===== src/rtl/fpu_consts.svh =====
`ifndef FPU_CONSTS_SVH
`define FPU_CONSTS_SVH

`define FPU_WORD 32

// FCSR indices seen by CTC and CFC
`define FCSR_FCCR 25
`define FCSR_FEXR 26
`define FCSR_FENR 28
`define FCSR_FCSR 31

`define FPU_LAT_COND 2
`define FPU_LAT_CVT  2

`define FPU_QNAN_A 32'h7fffffff  // default nan patterns
`define FPU_QNAN_B 32'h7fbfffff

`endif

===== src/rtl/fcsr_pkg.sv =====
`default_nettype none

package fcsr_pkg;

typedef enum logic [1:0] {
	RM_NEAREST = 2'd0,
	RM_ZERO    = 2'd1,
	RM_UP      = 2'd2,
	RM_DOWN    = 2'd3
} rm_t;

// same bit order as the cause field
typedef struct packed {
	logic unimpl;
	logic invalid;
	logic divided_by_zero;
	logic overflow;
	logic underflow;
	logic inexact;
} fpu_except_t;

typedef logic [4:0] flags_t;  // flags and enables, no unimpl bit
typedef logic [7:0] fcc_t;

endpackage

`default_nettype wire


===== src/rtl/fpu_op_pkg.sv =====
`default_nettype none
`include "fpu_consts.svh"

package fpu_op_pkg;

typedef logic [`FPU_WORD-1:0] word_t;

typedef enum logic [4:0] {
	FPU_OP_NOP     = 5'd0,
	FPU_OP_MOV     = 5'd1,
	FPU_OP_MTC     = 5'd2,
	FPU_OP_MFC     = 5'd3,
	FPU_OP_NEG     = 5'd4,
	FPU_OP_ABS     = 5'd5,
	FPU_OP_COND    = 5'd6,
	FPU_OP_TRUNC   = 5'd7,
	FPU_OP_ROUND   = 5'd8,
	FPU_OP_CEIL    = 5'd9,
	FPU_OP_FLOOR   = 5'd10,
	FPU_OP_CVTW    = 5'd11,  // direction from fcsr rm
	FPU_OP_CTC     = 5'd12,
	FPU_OP_CFC     = 5'd13,
	FPU_OP_INVALID = 5'd14
} fpu_op_t;

endpackage

`default_nettype wire


===== src/rtl/fpu_top.sv =====
`default_nettype none

module fpu_top import fpu_op_pkg::*, fcsr_pkg::*; (
	input  logic        clk,
	input  logic        arst_n,
	input  logic        issue,
	input  fpu_op_t     op,
	input  word_t       inst,
	input  word_t       fs_val,
	input  word_t       ft_val,
	input  word_t       gpr_val,
	output logic        done,
	output logic        fpr_we,
	output word_t       fpr_wdata,
	output logic        gpr_we,
	output word_t       gpr_wdata,
	output fpu_except_t except,
	output logic        busy
);

logic        ctc_we;
logic [4:0]  ctc_sel;
word_t       ctc_data;
logic        exc_we;
fpu_except_t exc;
logic        fcc_we;
logic [2:0]  fcc_sel;
logic        fcc_bit;
rm_t         rm;
fcc_t        fcc;
word_t       cfc_data;

fpu_ex ex_i(.*);

fcsr_regs fcsr_i(.*);

endmodule

`default_nettype wire


===== src/rtl/fpu_ex.sv =====
`default_nettype none
`include "fpu_consts.svh"

module fpu_ex import fpu_op_pkg::*, fcsr_pkg::*; (
	input  logic        clk,
	input  logic        arst_n,
	input  logic        issue,
	input  fpu_op_t     op,
	input  word_t       inst,
	input  word_t       fs_val,
	input  word_t       ft_val,
	input  word_t       gpr_val,
	output logic        done,
	output logic        fpr_we,
	output word_t       fpr_wdata,
	output logic        gpr_we,
	output word_t       gpr_wdata,
	output fpu_except_t except,
	output logic        busy,
	output logic        ctc_we,
	output logic [4:0]  ctc_sel,
	output word_t       ctc_data,
	output logic        exc_we,
	output fpu_except_t exc,
	output logic        fcc_we,
	output logic [2:0]  fcc_sel,
	output logic        fcc_bit,
	input  rm_t         rm,
	input  fcc_t        fcc,
	input  word_t       cfc_data
);

function automatic logic [1:0] op_latency(input fpu_op_t o);
	case(o)
	FPU_OP_COND: op_latency = 2'(`FPU_LAT_COND);
	FPU_OP_TRUNC, FPU_OP_ROUND, FPU_OP_CEIL, FPU_OP_FLOOR, FPU_OP_CVTW:
		op_latency = 2'(`FPU_LAT_CVT);
	default: op_latency = 2'd1;
	endcase
endfunction

fpu_op_t     op_q;
word_t       inst_q, fs_q, ft_q, gpr_q;
logic [1:0]  cnt;
logic        last, accept, fs_nan;
logic        unordered, less, equal;
word_t       trunc_w, round_w, ceil_w, floor_w;
logic        invalid_trunc, invalid_round, invalid_ceil, invalid_floor;
logic        fpr_op, gpr_op, exc_op;
word_t       fpr_res, gpr_res;
fpu_except_t exc_res;

assign last   = (cnt == 2'd1);
assign busy   = (cnt != 2'd0) && (cnt != op_latency(op_q));  // past first cycle
assign accept = issue && !busy && (cnt == 2'd0 || last);

always_ff @(posedge clk or negedge arst_n)
begin
	if(!arst_n)
		cnt <= 2'd0;
	else if(accept)
		cnt <= op_latency(op);
	else if(cnt != 2'd0)
		cnt <= cnt - 2'd1;
end

always_ff @(posedge clk)
begin
	if(accept)
	begin
		op_q   <= op;
		inst_q <= inst;
		fs_q   <= fs_val;
		ft_q   <= ft_val;
		gpr_q  <= gpr_val;
	end
end

fp_compare compare_i(.a(fs_q), .b(ft_q), .unordered, .greater(), .less, .equal);

fp_to_int to_int_i(
	.value(fs_q),
	.trunc_w, .round_w, .ceil_w, .floor_w,
	.invalid_trunc, .invalid_round, .invalid_ceil, .invalid_floor
);

assign fs_nan = (fs_q == `FPU_QNAN_A) || (fs_q == `FPU_QNAN_B);
assign fpr_op = op_q inside {FPU_OP_MOV, FPU_OP_MTC, FPU_OP_NEG, FPU_OP_ABS, FPU_OP_TRUNC,
	FPU_OP_ROUND, FPU_OP_CEIL, FPU_OP_FLOOR, FPU_OP_CVTW};
assign exc_op = op_q inside {FPU_OP_NEG, FPU_OP_ABS, FPU_OP_TRUNC, FPU_OP_ROUND,
	FPU_OP_CEIL, FPU_OP_FLOOR, FPU_OP_CVTW};
assign gpr_op = op_q inside {FPU_OP_MFC, FPU_OP_CFC};

always_comb
begin
	fpr_res = fs_q;  // MOV
	gpr_res = '0;
	exc_res = '0;
	case(op_q)
	FPU_OP_MTC: fpr_res = gpr_q;
	FPU_OP_MFC: gpr_res = ft_q;
	FPU_OP_CFC: gpr_res = cfc_data;
	FPU_OP_NEG:
	begin
		exc_res.invalid = fs_nan;
		fpr_res = fs_nan ? fs_q : {~fs_q[31], fs_q[30:0]};
	end
	FPU_OP_ABS:
	begin
		exc_res.invalid = fs_nan;
		fpr_res = fs_nan ? fs_q : {1'b0, fs_q[30:0]};
	end
	FPU_OP_TRUNC: {exc_res.invalid, fpr_res} = {invalid_trunc, trunc_w};
	FPU_OP_ROUND: {exc_res.invalid, fpr_res} = {invalid_round, round_w};
	FPU_OP_CEIL:  {exc_res.invalid, fpr_res} = {invalid_ceil, ceil_w};
	FPU_OP_FLOOR: {exc_res.invalid, fpr_res} = {invalid_floor, floor_w};
	FPU_OP_CVTW:
	begin
		case(rm)
		RM_NEAREST: {exc_res.invalid, fpr_res} = {invalid_round, round_w};
		RM_ZERO:    {exc_res.invalid, fpr_res} = {invalid_trunc, trunc_w};
		RM_UP:      {exc_res.invalid, fpr_res} = {invalid_ceil, ceil_w};
		default:    {exc_res.invalid, fpr_res} = {invalid_floor, floor_w};
		endcase
	end
	FPU_OP_INVALID: exc_res.unimpl = 1'b1;
	default: ;
	endcase
end

// mask bits are unordered, less, equal
assign fcc_bit = |({unordered, less, equal} & {inst_q[0], inst_q[2], inst_q[1]});
assign fcc_sel = inst_q[10:8];
assign fcc_we  = last && (op_q == FPU_OP_COND) && (fcc[fcc_sel] != fcc_bit);  // only on change

assign ctc_we   = last && (op_q == FPU_OP_CTC);
assign ctc_sel  = inst_q[15:11];  // also the CFC read index
assign ctc_data = gpr_q;
assign exc_we   = last && exc_op;
assign exc      = exc_res;

always_ff @(posedge clk or negedge arst_n)
begin
	if(!arst_n)
	begin
		done   <= 1'b0;
		fpr_we <= 1'b0;
		gpr_we <= 1'b0;
	end
	else
	begin
		done   <= last;
		fpr_we <= last && fpr_op;
		gpr_we <= last && gpr_op;
	end
end

always_ff @(posedge clk)
begin
	if(last)
	begin
		fpr_wdata <= fpr_res;
		gpr_wdata <= gpr_res;
		except    <= exc_res;
	end
end

endmodule

`default_nettype wire


===== src/rtl/fcsr_regs.sv =====
`default_nettype none
`include "fpu_consts.svh"

module fcsr_regs import fpu_op_pkg::*, fcsr_pkg::*; (
	input  logic        clk,
	input  logic        arst_n,
	input  logic        ctc_we,
	input  logic [4:0]  ctc_sel,
	input  word_t       ctc_data,
	input  logic        exc_we,
	input  fpu_except_t exc,
	input  logic        fcc_we,
	input  logic [2:0]  fcc_sel,
	input  logic        fcc_bit,
	output rm_t         rm,
	output fcc_t        fcc,
	output word_t       cfc_data
);

logic        fs;
fpu_except_t cause;
flags_t      enables;
flags_t      flags;

always_ff @(posedge clk or negedge arst_n)
begin
	if(!arst_n)
	begin
		fcc     <= '0;
		fs      <= 1'b0;
		cause   <= '0;
		enables <= '0;
		flags   <= '0;
		rm      <= RM_NEAREST;
	end
	else if(ctc_we)
	begin
		case(ctc_sel)
		5'(`FCSR_FCCR): fcc <= ctc_data[7:0];
		5'(`FCSR_FEXR):
		begin
			cause <= ctc_data[17:12];
			flags <= ctc_data[6:2];
		end
		5'(`FCSR_FENR):
		begin
			enables <= ctc_data[11:7];
			fs      <= ctc_data[2];
			rm      <= rm_t'(ctc_data[1:0]);
		end
		5'(`FCSR_FCSR):
		begin
			fcc     <= {ctc_data[31:25], ctc_data[23]};
			fs      <= ctc_data[24];
			cause   <= ctc_data[17:12];
			enables <= ctc_data[11:7];
			flags   <= ctc_data[6:2];
			rm      <= rm_t'(ctc_data[1:0]);
		end
		default: ;  // other indices ignored
		endcase
	end
	else if(exc_we)
	begin
		cause <= exc;
		flags <= flags | exc[4:0];  // sticky
	end
	else if(fcc_we)
		fcc[fcc_sel] <= fcc_bit;
end

always_comb
begin
	case(ctc_sel)
	5'(`FCSR_FCCR): cfc_data = {24'd0, fcc};
	5'(`FCSR_FEXR): cfc_data = {14'd0, cause, 5'd0, flags, 2'd0};
	5'(`FCSR_FENR): cfc_data = {20'd0, enables, 4'd0, fs, rm};
	5'(`FCSR_FCSR): cfc_data = {fcc[7:1], fs, fcc[0], 5'd0, cause, enables, flags, rm};
	default:        cfc_data = '0;
	endcase
end

endmodule

`default_nettype wire


===== src/rtl/fp_to_int.sv =====
`default_nettype none

module fp_to_int import fpu_op_pkg::*; (
	input  word_t value,
	output word_t trunc_w,
	output word_t round_w,
	output word_t ceil_w,
	output word_t floor_w,
	output logic  invalid_trunc,
	output logic  invalid_round,
	output logic  invalid_ceil,
	output logic  invalid_floor
);

logic        sign;
logic [7:0]  exp;
logic [23:0] mant;
logic        special;
logic [5:0]  sh;
logic [63:0] fixed;
logic [31:0] int_part;
logic        half, sticky, frac;

// adds the rounding increment, range checks and applies the sign
function automatic logic [32:0] to_word(input logic neg, input logic bad,
		input logic [31:0] mag_in, input logic inc);
	logic [32:0] mag;
	logic        over;
	mag  = {1'b0, mag_in} + {32'd0, inc};
	over = neg ? (mag > 33'h080000000) : (mag > 33'h07fffffff);
	if(bad || over)
		to_word = {1'b1, 32'h7fffffff};
	else
		to_word = {1'b0, neg ? -mag[31:0] : mag[31:0]};
endfunction

assign sign    = value[31];
assign exp     = value[30:23];
assign mant    = {exp != 8'd0, value[22:0]};
assign special = exp >= 8'd159;  // nan, inf, |x| >= 2^32
assign sh      = 6'(exp - 8'd118);

// 32.32 fixed point of the magnitude
assign fixed    = (exp >= 8'd118) ? (64'(mant) << sh) : 64'd0;
assign int_part = fixed[63:32];
assign half     = fixed[31];
assign sticky   = (exp >= 8'd118) ? (|fixed[30:0]) : (|mant);
assign frac     = half | sticky;

assign {invalid_trunc, trunc_w} = to_word(sign, special, int_part, 1'b0);
assign {invalid_round, round_w} = to_word(sign, special, int_part,
	half & (sticky | int_part[0]));  // ties to even
assign {invalid_ceil, ceil_w}   = to_word(sign, special, int_part, ~sign & frac);
assign {invalid_floor, floor_w} = to_word(sign, special, int_part, sign & frac);

endmodule

`default_nettype wire


===== src/rtl/fp_compare.sv =====
`default_nettype none

module fp_compare import fpu_op_pkg::*; (
	input  word_t a,
	input  word_t b,
	output logic  unordered,
	output logic  greater,
	output logic  less,
	output logic  equal
);

logic a_nan, b_nan;
logic both_zero;

assign a_nan     = (a[30:23] == 8'hff) && (a[22:0] != 23'd0);
assign b_nan     = (b[30:23] == 8'hff) && (b[22:0] != 23'd0);
assign both_zero = (a[30:0] == 31'd0) && (b[30:0] == 31'd0);  // +0 == -0

assign unordered = a_nan | b_nan;
assign equal     = ~unordered & ((a == b) | both_zero);

always_comb
begin
	if(unordered || equal)
		less = 1'b0;
	else if(a[31] != b[31])
		less = a[31];  // zero pair already equal
	else if(a[31])
		less = b[30:0] < a[30:0];  // both negative
	else
		less = a[30:0] < b[30:0];
end

assign greater = ~unordered & ~equal & ~less;

endmodule

`default_nettype wire


===== config.mk =====
export PLATFORM = sky130hd
export DESIGN_NAME = fpu_top
export DESIGN_NICKNAME = d
export VERILOG_FILES = /design/src/rtl/fcsr_pkg.sv /design/src/rtl/fpu_op_pkg.sv /design/src/rtl/fpu_top.sv /design/src/rtl/fpu_ex.sv /design/src/rtl/fcsr_regs.sv /design/src/rtl/fp_to_int.sv /design/src/rtl/fp_compare.sv
export VERILOG_INCLUDE_DIRS = /design/src /design/src/rtl
export SDC_FILE = /design/constraint.sdc
export NUM_CORES = 1
export LEC_CHECK = 0
export BUFFER_PORTS_ARGS = -buffer_cell sky130_fd_sc_hd__buf_2
export CELL_PAD_IN_SITES_DETAIL_PLACEMENT = 1
export CELL_PAD_IN_SITES_GLOBAL_PLACEMENT = 1
export CORE_MARGIN = 2
export CORE_UTILIZATION = 46
export DETAILED_ROUTE_END_ITERATION = 8
export PLACE_DENSITY_LB_ADDON = 0.3
export SETUP_SLACK_MARGIN = 0.5
export SYNTH_ARGS = -nofsm -noshare
export SYNTH_HDL_FRONTEND = slang
export SYNTH_SLANG_ARGS = --single-unit

===== constraint.sdc =====
create_clock -name clk -period 9.4 [get_ports clk]
set_input_delay 1.88 -clock clk [delete_from_list [all_inputs] [get_ports clk]]
set_output_delay 1.88 -clock clk [all_outputs]
set_load 0.02 [all_outputs]

==> results.json <==
{
  "status": "completed",
  "cts.htree.levels": 1,
  "grt_remaining_overflow": 0,
  "rows": 75,
  "ff2ff_setup_slack_ns": 0.91,
  "dieArea_um2": 44500,
  "worst_pin_slew_ns": 1.29,
  "core_um2": 42100,
  "hold_buffers": 0,
  "die_h_um": 211,
  "syn_to_final_growth_pct": 13.4,
  "slew_viol_final": 0,
  "max_freq_mhz": 118,
  "p_per_area_nw_per_um2": 320,
  "worstSetupPathType": "reg -> reg",
  "root_buffer": "clkbuf_16",
  "mostFrequentLayoutCell": "nand2_1",
  "final_area_um2": 22300,
  "whs_path_depth": 1,
  "slew_headroom_pct": 13.1,
  "grt_pass1_wl_um": 144000,
  "cp_max_fo": 43,
  "path_clk_slew_ns": 0.07,
  "timing.rr.end": "ex_i.fpr_wdata[12]",
  "place.gp.congestion": 1.04,
  "die_x_um": 211,
  "grt_pass1_vias": 21884,
  "vias": 21657,
  "antenna_left": 0,
  "vdd_drop_max_mv": 0.192,
  "fillers": 4988,
  "ys_types": 106,
  "rsz0062_at_grt": "no",
  "grt_max_degree": 85,
  "critPathLaunchType": "flip-flop",
  "clock_sinks": 210,
  "yosys_warnings": 0,
  "tns_ns": 0,
  "postSynthCellCount": 2281,
  "yosysSeqAreaShare_pct": 31.2,
  "port-buffer-count": 184,
  "place_area_um2": 21600,
  "met1_length_um": 37400,
  "wl_met3_um": 10100,
  "final_cell_mix": "nand2_1, buf_2, edfxtp_1",
  "ff_latch_area_um2": 6150,
  "routed.top_layer": "met5",
  "worstPathRequired_ns": 9.65,
  "via_per_inst": 7.18,
  "timing.rr.start": "ex_i.fs_q[25]",
  "critPathCaptureType": "flip-flop",
  "drt-initial-drc-count": 3004,
  "wirelength_um": 98800,
  "ioPinCount": 210,
  "cap_violations": 0,
  "avgSynthCellArea_um2": 8.63,
  "synth_edf_count": 178,
  "layout.nets": 2645,
  "cts_made_buffers": 23,
  "worst-r2r-cell-count": 26,
  "hp-start": "fcsr_i.enables[4]",
  "dr.pass1.iters": 6,
  "start_util_pct": 46.7,
  "met2WireLength_um": 43800,
  "drc": 0,
  "syn_area_um2": 19700,
  "post-route-period-util_pct": 90.3,
  "min_path_type": "reg -> reg",
  "fin_crit_ns": 8.49,
  "grt_antenna_before_repair": 2,
  "async_reset_ff_share_pct": 15.2,
  "hold_viol": 0,
  "setup_viol": 0,
  "clock_skew_ns": 0.0296,
  "crit_arrival_ns": 8.74,
  "final_layout_size_suffix_gt1_share_pct": 19.1,
  "cts_tree": "done",
  "insertion_delay_ns": 0.56,
  "post_drt_wl_per_cell_um": 32.7,
  "dp_hpwl_um": 75700,
  "cts_max_path_buffers": 3,
  "multi_input_area_um2": 12600,
  "antennaDiodeCount": 0,
  "synth_seq_cells": 210,
  "final_util_pct": 53.0,
  "p_leak_nw": 8.36,
  "track_usage_pct": 43.8,
  "synth_flop_cell": "edfxtp_1",
  "holdPathEnd": "fcsr_i.enables[4]"
}
-- cells in the mapped netlist, drive strengths merged (10+ instances only) --
master	instances	area [um2]
a22oi	26	195
or2	23	144
mux4	20	450
o21a	18	135
nand2	213	802
mux2	41	462
edfxtp	178	5350
xor2	56	509
a221oi	16	153
nor4	55	378
a31oi	29	181
a21o	22	165
a222oi	18	180
and3	24	150
nor2	172	646
a22o	12	105
a21oi	109	546
o221ai	19	173
ha	49	613
mux2i	47	470
nor2b	17	106
o211ai	22	165
clkbuf	97	364
o2111ai	10	87.6
buf	58	354
and2	19	119
xnor2	123	1080
nand4	49	307
nor3	79	427
nand3	79	395
a211oi	28	210
o31ai	39	317
nand2b	28	175
o21ai	161	806
o41ai	11	104
o22ai	32	200
or3	20	130
inv	67	251
dfrtp	32	801
-- layer usage --
metal	vias up	GRT usage, %
li1	9132	-
met1	10702	55.8
met2	1433	68.0
met3	388	8.61
met4	2	28.1
met5	-	0
-- state kept, by name, indices dropped and copies added, names as in the netlist --
| register | count |
|---|---|
| ex_i.op_q | 5 |
| fcsr_i.enables | 5 |
| ex_i.fpr_we | 1 |
| ex_i.ctc_data | 32 |
| ex_i.gpr_we | 1 |
| ex_i.inst_q | 11 |
| fcsr_i.cause | 6 |
| ex_i.except | 2 |
| ex_i.fpr_wdata | 32 |
| ex_i.fs_q | 32 |
| fcsr_i.rm | 2 |
| ex_i.cnt | 2 |
| ex_i.ft_q | 32 |
| ex_i.done | 1 |
| fcsr_i.flags | 5 |
| ex_i.gpr_wdata | 32 |
| fcsr_i.fs | 1 |
| fcsr_i.fcc | 8 |
-- logic make-up (layout without fill, tap and decap cells) --
group | count (synthesis) | count (layout) | share of synthesized area, %
AND/OR/NAND/NOR | 829 | 829 | 21.5
AO/OA/AOI/OAI | 682 | 682 | 24.1
buffers and inverters | 223 | 416 | 4.95
flip-flops | 210 | 210 | 31.2
XOR/XNOR | 179 | 179 | 8.10
multiplexers | 108 | 108 | 7.03
adder cells (fa/ha/maj) | 49 | 49 | 3.12
other | 1 | 4 | 0.0191
-- cell type report --
type	count	area share, %
multi-input cells	1851	56.6
flip-flops and latches	210	27.5
repair buffers	306	8.46
well taps	539	3.02
clock buffers	30	2.70
inverters	68	1.14
clock inverters	12	0.566
-- how the worst max path moves through the flow --
| stage | depth (start not counted) | from | slack, ns | end |
|---|---|---|---|---|
| CTS | 26 | ex_i.fs_q[25] | 1.16 | ex_i.fpr_wdata[15] |
| detailed placement | 25 | ex_i.fs_q[25] | 1.18 | ex_i.fpr_wdata[31] |
| global placement | 25 | ex_i.fs_q[25] | 1.21 | ex_i.fpr_wdata[31] |
| global route | 26 | ex_i.fs_q[25] | 0.59 | ex_i.fpr_wdata[12] |
| floorplan | 5 | ex_i.cnt[1] | 1.68 | ex_i.ctc_data[0] |
| finish | 26 | ex_i.fs_q[25] | 0.91 | ex_i.fpr_wdata[12] |
-- critical path, stage by stage, from the launching register on --
cell      delay [ns]
edfxtp_1        0.78
ha_1            0.54
xor2_4          0.20
buf_12          0.28
mux4_2          0.55
a22oi_1         0.50
nand2_1         0.13
nand2_1         0.28
nand4_1         0.13
nor4_1          0.34
a221o_1         0.28
a21oi_1         0.09
ha_1            0.21
ha_1            0.24
inv_1           0.20
nor4_4          0.09
and3_1          0.32
xnor2_1         0.18
or4_1           0.62
or3_1           0.46
or2_2           0.36
o31a_1          0.43
buf_4           0.27
nor2_1          0.16
o21ai_0         0.09
a211oi_1        0.25
o21ai_0         0.21
-- through the flow --
stage / cells / setup WS, ns / hold WS, ns / total power, mW
detailed placement: 2974 / 1.18 / 0.499 / 6.02
global route: 3016 / 0.590 / 0.546 / 7.40
floorplan: 2284 / 1.68 / 0.452 / 4.30
finish: 3016 / 0.910 / 0.522 / 7.14
CTS: 3016 / 1.16 / 0.519 / 6.96
global placement: 2974 / 1.21 / 0.493 / 5.90
-- where the power goes --
part	switching [mW]	total, mW	internal (mW)
Sequential	0.279	1.59	1.32
Clock	0.424	0.915	0.491
Combinational	3.12	4.63	1.51
-- what timing repair did --
action / in CTS / in global routing
resized for setup: 0 / 1
buffers inserted: 0 / 0
setup endpoints to repair: 0 / 1
Note: power is estimated with default switching activity, not from simulation.
